File: config.mk
export PLATFORM = sky130hd
export DESIGN_NAME = ising_cfg_top
export DESIGN_NICKNAME = d
export VERILOG_FILES = /design/src/design/ising_cfg_pkg.sv /design/src/design/step_counter.sv /design/src/design/cfg_store.sv /design/src/design/analog_cfg.sv /design/src/design/ising_cfg_top.sv
export VERILOG_INCLUDE_DIRS = /design/src /design/src/include
export SDC_FILE = /design/constraint.sdc
export NUM_CORES = 2
export LEC_CHECK = 0
export BUFFER_PORTS_ARGS = -buffer_cell sky130_fd_sc_hd__buf_2
export CAP_MARGIN = 40
export CORE_AREA = 10 10 269 464
export CTS_BUF_LIST = sky130_fd_sc_hd__clkbuf_4
export CTS_CLUSTER_SIZE = 8
export DETAILED_ROUTE_END_ITERATION = 8
export DIE_AREA = 0 0 279 474
export PLACE_DENSITY_LB_ADDON = 0.15
export SETUP_SLACK_MARGIN = 0.4
export SLEW_MARGIN = 20
export SYNTH_ARGS = -nofsm -noshare
export SYNTH_HDL_FRONTEND = slang
export SYNTH_SLANG_ARGS = --single-unit
File: constraint.sdc
create_clock -name clk_i -period 3.2 [get_ports clk_i]
set_input_delay 0.16 -clock clk_i [delete_from_list [all_inputs] [get_ports clk_i]]
set_output_delay 0.16 -clock clk_i [all_outputs]
set_load 0.005 [all_outputs]
File: src/include/ising_cfg_settings.svh
`ifndef ISING_CFG_SETTINGS_SVH
`define ISING_CFG_SETTINGS_SVH

// size of the analog array
`define NUM_SPIN 16

// bits per J, h or sfc coefficient
`define BIT_DATA 4

// J columns packed into one memory row
`define PARALLELISM 2

// width of slot length and slot address counters
`define CNT_W 16

`endif

File: src/design/ising_cfg_pkg.sv
`include "ising_cfg_settings.svh"

package ising_cfg_pkg;

    localparam int NUM_SPIN    = `NUM_SPIN;
    localparam int BIT_DATA    = `BIT_DATA;
    localparam int PARALLELISM = `PARALLELISM;
    localparam int CNT_W       = `CNT_W;

    // slot map: J rows first, then h, then sfc
    localparam int J_ROWS   = NUM_SPIN / PARALLELISM;
    localparam int H_SLOT   = J_ROWS;
    localparam int SFC_SLOT = J_ROWS + 1;

    localparam int J_ADDR_W = (J_ROWS > 1) ? $clog2(J_ROWS) : 1;
    localparam int SEL_W    = (PARALLELISM > 1) ? $clog2(PARALLELISM) : 1;

    typedef logic [NUM_SPIN*BIT_DATA-1:0] spin_vec_t;  // one coefficient per spin
    typedef spin_vec_t [PARALLELISM-1:0]  j_row_t;     // column s sits in slice s
    typedef logic [J_ADDR_W-1:0]          j_addr_t;
    typedef logic [CNT_W-1:0]             slot_cnt_t;

endpackage

File: src/design/step_counter.sv
`timescale 1ns/100ps

module step_counter
    import ising_cfg_pkg::*;
(
    input  logic      clk_i,
    input  logic      arst_n_i,
    input  logic      en_i,
    input  logic      load_i,     // latch a new limit
    input  slot_cnt_t limit_i,
    input  logic      restart_i,  // back to zero, wins over step
    input  logic      step_i,
    output slot_cnt_t q_o,
    output logic      wrap_o
);

    slot_cnt_t limit_q;
    slot_cnt_t cnt_q;
    logic      step_en;

    assign step_en = en_i & step_i;
    assign wrap_o  = step_en & (cnt_q == limit_q - 1'b1);
    assign q_o     = cnt_q;

    // limit only changes on a configuration load
    always_ff @(posedge clk_i or negedge arst_n_i) begin
        if (!arst_n_i) begin
            limit_q <= '0;
        end else if (load_i) begin
            limit_q <= limit_i;
        end
    end

    always_ff @(posedge clk_i or negedge arst_n_i) begin
        if (!arst_n_i) begin
            cnt_q <= '0;
        end else if (en_i && restart_i) begin
            cnt_q <= '0;
        end else if (wrap_o) begin
            cnt_q <= '0;  // last count of the period
        end else if (step_en) begin
            cnt_q <= cnt_q + 1'b1;
        end
    end

endmodule

File: src/design/cfg_store.sv
`timescale 1ns/100ps

// register array with one write port and a registered read port
module cfg_store #(
    parameter type word_t = logic [31:0],
    parameter int  DEPTH  = 1,
    parameter int  AW     = (DEPTH > 1) ? $clog2(DEPTH) : 1
)(
    input  logic          clk_i,
    input  logic          arst_n_i,
    input  logic          we_i,
    input  logic [AW-1:0] waddr_i,
    input  word_t         wdata_i,
    input  logic          re_i,
    input  logic [AW-1:0] raddr_i,
    output word_t         rdata_o
);

    word_t         mem_q [DEPTH];
    word_t         rdata_q;
    logic [AW-1:0] w_idx;
    logic [AW-1:0] r_idx;

    // a single-entry store has no address
    assign w_idx = (DEPTH > 1) ? waddr_i : '0;
    assign r_idx = (DEPTH > 1) ? raddr_i : '0;

    always_ff @(posedge clk_i) begin
        if (we_i) begin
            mem_q[w_idx] <= wdata_i;
        end
    end

    // read word stays put between strobes
    always_ff @(posedge clk_i or negedge arst_n_i) begin
        if (!arst_n_i) begin
            rdata_q <= '0;
        end else if (re_i) begin
            rdata_q <= mem_q[r_idx];
        end
    end

    assign rdata_o = rdata_q;

endmodule

File: src/design/analog_cfg.sv
`timescale 1ns/100ps

module analog_cfg
    import ising_cfg_pkg::*;
(
    input  logic                clk_i,
    input  logic                arst_n_i,
    input  logic                en_i,
    // counter configuration
    input  logic                cfg_load_i,
    input  slot_cnt_t           slot_len_i,   // cycles per slot, at least 2
    input  slot_cnt_t           trans_num_i,  // slots addresses per run
    input  logic                dt_cfg_start_i,
    // store read side
    output logic                j_ren_o,
    output j_addr_t             j_raddr_o,
    input  j_row_t              j_rdata_i,
    output logic                h_ren_o,
    input  spin_vec_t           h_rdata_i,
    output logic                sfc_ren_o,
    input  spin_vec_t           sfc_rdata_i,
    // macro write side
    output logic [NUM_SPIN-1:0] j_wwl_o,
    output logic                h_wwl_o,
    output logic                sfc_wwl_o,
    output spin_vec_t           wbl_o,
    output logic                dt_cfg_idle_o
);

    slot_cnt_t           delay_q;
    slot_cnt_t           addr_q;
    logic                delay_wrap;
    logic                run_done;
    logic                addr_step;
    logic                busy_q;
    logic                slot_go;
    logic                any_ren;
    logic                is_j;
    logic                is_h;
    logic                is_sfc;
    logic                last_sub;
    logic [SEL_W-1:0]    sel_q;   // column within the current J row
    logic [SEL_W-1:0]    col_q;   // column captured at the last strobe
    logic                j_sel_q;
    logic                h_sel_q;
    logic                sfc_sel_q;
    logic [NUM_SPIN-1:0] j_wwl_nxt;

    // slot class from the address counter
    assign is_j   = (addr_q < slot_cnt_t'(J_ROWS));
    assign is_h   = (addr_q == slot_cnt_t'(H_SLOT));
    assign is_sfc = (addr_q == slot_cnt_t'(SFC_SLOT));

    assign last_sub = (sel_q == SEL_W'(PARALLELISM - 1));

    // first cycle of a slot, not while a restart is pending
    assign slot_go = en_i & busy_q & ~dt_cfg_start_i & (delay_q == '0);

    assign j_ren_o   = slot_go & is_j;
    assign h_ren_o   = slot_go & is_h;
    assign sfc_ren_o = slot_go & is_sfc;
    assign any_ren   = j_ren_o | h_ren_o | sfc_ren_o;

    assign j_raddr_o = j_addr_t'(addr_q);
    assign j_wwl_nxt = NUM_SPIN'(1) << (int'(j_raddr_o) * PARALLELISM + int'(sel_q));

    // row advances after its last column, h and sfc take one slot each
    assign addr_step = delay_wrap & (~is_j | last_sub);

    assign dt_cfg_idle_o = ~busy_q;

    always_ff @(posedge clk_i or negedge arst_n_i) begin
        if (!arst_n_i) begin
            busy_q <= 1'b0;
        end else if (!en_i) begin
            busy_q <= 1'b0;
        end else if (dt_cfg_start_i) begin
            busy_q <= 1'b1;  // also restarts a running sequence
        end else if (run_done) begin
            busy_q <= 1'b0;
        end
    end

    always_ff @(posedge clk_i or negedge arst_n_i) begin
        if (!arst_n_i) begin
            sel_q <= '0;
        end else if (en_i) begin
            if (dt_cfg_start_i) begin
                sel_q <= '0;
            end else if (delay_wrap && is_j) begin
                sel_q <= last_sub ? '0 : sel_q + 1'b1;
            end
        end
    end

    // registered strobe copies pick the source of the bit lines
    always_ff @(posedge clk_i or negedge arst_n_i) begin
        if (!arst_n_i) begin
            j_sel_q   <= 1'b0;
            h_sel_q   <= 1'b0;
            sfc_sel_q <= 1'b0;
            col_q     <= '0;
        end else if (en_i && any_ren) begin
            j_sel_q   <= j_ren_o;
            h_sel_q   <= h_ren_o;
            sfc_sel_q <= sfc_ren_o;
            col_q     <= sel_q;
        end
    end

    // store word is loaded on the same edge, so both show up together
    always_comb begin
        if (j_sel_q) begin
            wbl_o = j_rdata_i[col_q];
        end else if (h_sel_q) begin
            wbl_o = h_rdata_i;
        end else if (sfc_sel_q) begin
            wbl_o = sfc_rdata_i;
        end else begin
            wbl_o = '0;  // nothing read since reset
        end
    end

    // word lines rise after the strobe and fall when the slot wraps
    always_ff @(posedge clk_i or negedge arst_n_i) begin
        if (!arst_n_i) begin
            j_wwl_o   <= '0;
            h_wwl_o   <= 1'b0;
            sfc_wwl_o <= 1'b0;
        end else if (!en_i || dt_cfg_start_i) begin
            j_wwl_o   <= '0;
            h_wwl_o   <= 1'b0;
            sfc_wwl_o <= 1'b0;
        end else if (any_ren) begin
            j_wwl_o   <= j_ren_o ? j_wwl_nxt : '0;
            h_wwl_o   <= h_ren_o;
            sfc_wwl_o <= sfc_ren_o;
        end else if (delay_wrap) begin
            j_wwl_o   <= '0;
            h_wwl_o   <= 1'b0;
            sfc_wwl_o <= 1'b0;
        end
    end

    step_counter u_slot_delay (
        .clk_i     (clk_i),
        .arst_n_i  (arst_n_i),
        .en_i      (en_i),
        .load_i    (cfg_load_i),
        .limit_i   (slot_len_i),
        .restart_i (dt_cfg_start_i),
        .step_i    (busy_q),
        .q_o       (delay_q),
        .wrap_o    (delay_wrap)
    );

    step_counter u_slot_addr (
        .clk_i     (clk_i),
        .arst_n_i  (arst_n_i),
        .en_i      (en_i),
        .load_i    (cfg_load_i),
        .limit_i   (trans_num_i),
        .restart_i (dt_cfg_start_i),
        .step_i    (addr_step),
        .q_o       (addr_q),
        .wrap_o    (run_done)  // last slot finished
    );

endmodule

File: src/design/ising_cfg_top.sv
`timescale 1ns/100ps

module ising_cfg_top
    import ising_cfg_pkg::*;
(
    input  logic                clk_i,
    input  logic                arst_n_i,
    input  logic                en_i,
    // counter configuration
    input  logic                cfg_load_i,
    input  slot_cnt_t           slot_len_i,
    input  slot_cnt_t           trans_num_i,
    // host writes
    input  logic                j_we_i,
    input  j_addr_t             j_waddr_i,
    input  j_row_t              j_wdata_i,
    input  logic                h_we_i,
    input  spin_vec_t           h_wdata_i,
    input  logic                sfc_we_i,
    input  spin_vec_t           sfc_wdata_i,
    input  logic                dt_cfg_start_i,
    // analog macro
    output logic [NUM_SPIN-1:0] j_wwl_o,
    output logic                h_wwl_o,
    output logic                sfc_wwl_o,
    output spin_vec_t           wbl_o,
    output logic                dt_cfg_idle_o
);

    logic      j_ren;
    logic      h_ren;
    logic      sfc_ren;
    j_addr_t   j_raddr;
    j_row_t    j_rdata;
    spin_vec_t h_rdata;
    spin_vec_t sfc_rdata;

    cfg_store #(.word_t(j_row_t), .DEPTH(J_ROWS)) u_j_store (
        .clk_i    (clk_i),
        .arst_n_i (arst_n_i),
        .we_i     (j_we_i),
        .waddr_i  (j_waddr_i),
        .wdata_i  (j_wdata_i),
        .re_i     (j_ren),
        .raddr_i  (j_raddr),
        .rdata_o  (j_rdata)
    );

    // single-word stores, address tied off
    cfg_store #(.word_t(spin_vec_t), .DEPTH(1)) u_h_store (
        .clk_i    (clk_i),
        .arst_n_i (arst_n_i),
        .we_i     (h_we_i),
        .waddr_i  (1'b0),
        .wdata_i  (h_wdata_i),
        .re_i     (h_ren),
        .raddr_i  (1'b0),
        .rdata_o  (h_rdata)
    );

    cfg_store #(.word_t(spin_vec_t), .DEPTH(1)) u_sfc_store (
        .clk_i    (clk_i),
        .arst_n_i (arst_n_i),
        .we_i     (sfc_we_i),
        .waddr_i  (1'b0),
        .wdata_i  (sfc_wdata_i),
        .re_i     (sfc_ren),
        .raddr_i  (1'b0),
        .rdata_o  (sfc_rdata)
    );

    analog_cfg u_analog_cfg (
        .clk_i          (clk_i),
        .arst_n_i       (arst_n_i),
        .en_i           (en_i),
        .cfg_load_i     (cfg_load_i),
        .slot_len_i     (slot_len_i),
        .trans_num_i    (trans_num_i),
        .dt_cfg_start_i (dt_cfg_start_i),
        .j_ren_o        (j_ren),
        .j_raddr_o      (j_raddr),
        .j_rdata_i      (j_rdata),
        .h_ren_o        (h_ren),
        .h_rdata_i      (h_rdata),
        .sfc_ren_o      (sfc_ren),
        .sfc_rdata_i    (sfc_rdata),
        .j_wwl_o        (j_wwl_o),
        .h_wwl_o        (h_wwl_o),
        .sfc_wwl_o      (sfc_wwl_o),
        .wbl_o          (wbl_o),
        .dt_cfg_idle_o  (dt_cfg_idle_o)
    );

endmodule

==> impl_metrics.py <==
metrics = {
    "outcome": {
        "status": "finished, final reports clean",
    },
    "floorplanning": {
        "start_util_pct": 49.7,
        "io_pins": 382,
        "die_area_um2": 132000,
        "die_w_um": 279,
        "core_um2": 117000,
        "rows": 166,
        "die_h_um": 474,
    },
    "synth": {
        "dominantRegCellSynth": "edfxtp_1",
        "yosysTopAreaCell": "edfxtp_1",
        "ys_warn_count": 0,
        "synthAdderAreaFrac_pct": 0.151,
        "post-synth-top-count-cell": "edfxtp_1",
        "synth_area_um2": 58000,
        "synth_edf_count": 1152,
        "syn_nets": 3543,
        "synth_xor_area_share_pct": 0.630,
        "ys_ff_latch": 1496,
        "yosysSeqAreaShare_pct": 74.5,
        "syn_inst": 3237,
        "synth_top_family_by_area": "multiplexers",
        "syn_area_per_cell_um2": 17.9,
        "async_reset_ff_share_pct": 23.0,
        "ys_types": 75,
        "synth-simple-area-share_pct": 4.94,
        "synth_commonest_cells": "edfxtp_1, dfrtp_1, nand2_1",
        "synth_compound_area_share_pct": 4.28,
        "synthTopCellsByArea": "edfxtp_1, dfrtp_1, mux4_2, mux2_2, nand2_1",
        "synthMuxAreaShare_pct": 14.1,
        "synth_top_area_share_pct": 59.7,
    },
    "critical_path": {
        "start_kind": "flop",
        "cp_slowest_cell": "dfrtp_4",
        "worstReg2RegEnd": "u_analog_cfg.u_slot_delay.q_o[4]",
        "r2r_slack_ns": 0.27,
        "ff2ff_path_depth": 12,
        "crit_chain": "buf_16 -> a221oi_1 -> a21oi_2 -> buf_2",
        "slowest_delay_ns": 0.63,
        "path_class": "reg -> out",
        "crit_fanout": 26,
        "path_delay_family": "flip-flops",
        "regToRegStartpoint": "u_analog_cfg.u_slot_delay.q_o[9]",
        "cp_data_arrival_time_ns": 2.82,
        "crit_buf_inv": 2,
        "critPathRequiredTime_ns": 3.04,
        "end_kind": "primary output",
    },
    "global_routing": {
        "grtUsageTotal_pct": 25.0,
        "grt_pass1_wl_um": 247000,
        "grt_pass1_vias": 39678,
        "antenna_found_initial": 27,
        "grt-ovfl-total": 0,
        "grt_max_degree": 109,
    },
    "sta": {
        "max_slew_margin_pct": 38.1,
        "worst_slew_pin_slew_ns": 0.929,
        "max_freq_mhz": 336,
        "timing.hold.ws_ns": 0.123,
        "layout_setup_ws_ns": 0.219,
        "timing.final.crit_share_pct": 93.1,
        "final.min_clock_period_ns": 2.98,
        "drv_slew": 0,
        "skew_ns": 0.0785,
        "finalSetupViolations": 0,
        "rsz0062_at_grt": "yes",
        "hold_violations": 0,
    },
    "cells_and_area": {
        "fillers": 7963,
        "area_growth_pct": 34.2,
        "final_area_um2": 77800,
        "seqCellArea_um2": 43200,
        "multiInputGateArea_um2": 16000,
        "drive_above_1_share_pct": 37.6,
        "final_cells": 6481,
        "nNetsFinal": 4985,
    },
    "detailed_routing": {
        "vias": 37403,
        "wl_per_cell_um": 27.5,
        "drtIter0Drc": 2789,
        "drtAntennaViolNets": 0,
        "drc": 0,
        "drt-pass1-iter-count": 8,
        "via_per_inst": 5.77,
        "wirelength_um": 178000,
    },
    "power": {
        "switching_share_pct": 24.4,
        "p_sw_mw": 10.3,
        "internal-power_mw": 32.0,
        "powerDensity_nw_per_um2": 544,
        "seq_power_share_pct": 53.9,
        "p_leak_nw": 28.6,
        "pwr-share-clk_pct": 36.3,
        "power_mw": 42.3,
        "p_comb_share_pct": 9.7,
        "ir_drop_mv": 0.381,
    },
    "worst_hold_path": {
        "hp-class": "in -> reg",
        "hold_end": "u_h_store.mem_q[0][43]",
        "min_from": "h_wdata_i[43]",
        "whs_path_depth": 3,
    },
    "clock_tree": {
        "clkTransAtPathRegs_ns": 0.07,
        "insertion_delay_ns": 1.29,
        "clock_path_buffers": 4,
        "htree_levels": 5,
        "cts_made_buffers": 351,
        "cts-root-buf": "clkbuf_4",
        "clock-sinks": 1496,
        "cts_tree": "built",
    },
    "placed_design": {
        "gp_congestion": 0.842,
        "placedCellCount": 5054,
        "port_buffers": 381,
        "place_area_um2": 62600,
        "dpl.hpwl_um": 93900,
        "place_ws_ns": 0.0731,
    },
    "run": {
        "cap_violations": 0,
    },
}
cell usage in the layout, fill, tap and decap left out, types with 118 or more instances in the layout:
cell type / netlist / final
nand2_1: 314 / 311
buf_4: 0 / 118
dlygate4sd3_1: 0 / 659
edfxtp_1: 1152 / 1152
mux4_2: 256 / 256
clkbuf_4: 0 / 521
nor2_1: 168 / 154
buf_2: 22 / 373
dfrtp_1: 344 / 329
a31oi_1: 129 / 129
tightest hold or removal path, stage by stage:
cell and delay (ns):
dlygate4sd3_1 0.52, buf_2 0.10, dlygate4sd3_1 0.53
per-stage QoR:
stage,TNS [ns],utilization [%]
global route,0,66.6
global placement,0,53.6
finish,0,66.6
detailed placement,0,53.7
CTS,0,64.7
floorplan,-839.99,-
cell families (layout without fill, tap and decap cells):
logic type	count (synthesis)	in the layout
other	0	20
multiplexers	475	475
buffers and inverters	213	1921
AND/OR/NAND/NOR	641	645
flip-flops	1496	1496
XOR/XNOR	40	40
adder cells (fa/ha/maj)	7	7
AO/OA/AOI/OAI	365	365
power by group through the flow:
stage               clock network (mW)  registers [mW]  logic [mW]
global route                      16.8            22.9        4.38
floorplan                            0            22.8        1.32
detailed placement                   0            23.1        2.81
finish                            15.4            22.8        4.11
CTS                               15.7            22.8        3.87
global placement                     0            23.0        2.76
what timing repair did:
item,CTS,global route
cloned,13,29
hold buffers,661,1
resized for setup,211,237
endpoints found under the hold margin,2854,11
endpoints found under the setup margin,235,343
pin swaps,32,71
setup buffers,36,43
flip-flops by register name, summed over array words and instances, names as in the netlist, 16 cells and up:
signal and cells:
u_analog_cfg.j_wwl_o 16, u_sfc_store.mem_q 64, u_analog_cfg.u_slot_addr.limit_q 16, u_analog_cfg.u_slot_addr.q_o 16, u_h_store.mem_q 64, u_analog_cfg.u_slot_delay.q_o 16
u_j_store.rdata_o 128, u_h_store.rdata_o 64, u_sfc_store.rdata_o 64, u_j_store.mem_q 1024, u_analog_cfg.u_slot_delay.limit_q 16
layer usage:
layer / track usage, % / vias up / wire length [um]
met5: 0 / - / 72
met4: 8.84 / 12 / 7730
met3: 5.66 / 426 / 12000
met2: 44.1 / 1662 / 91100
met1: 29.9 / 19337 / 67400
li1: - / 15966 / -
worst max path at each step:
stage / from / to / depth (start not counted)
after floorplan: j_waddr_i[1] / u_j_store.mem_q[5][0] / 2
after global placement: u_analog_cfg.u_slot_delay.limit_q[0] / u_analog_cfg.j_wwl_o[7] / 10
after detailed placement: u_analog_cfg.u_slot_delay.limit_q[0] / u_analog_cfg.j_wwl_o[8] / 10
after CTS: u_analog_cfg.col_q / wbl_o[56] / 5
after global routing: u_analog_cfg.j_sel_q / wbl_o[49] / 4
final: u_analog_cfg.j_sel_q / wbl_o[49] / 4
final cells by class:
class                   instances  share of cell area, %
diodes                         20                 0.0643
clock buffers                 521                   5.03
clock inverters               102                  0.700
inverters                      17                 0.0885
multi-input cells            1532                   20.6
flip-flops and latches       1496                   55.6
well taps                    1512                   2.43
repair buffers               1281                   15.5
No activity file was read; power rests on OpenSTA's default activity.
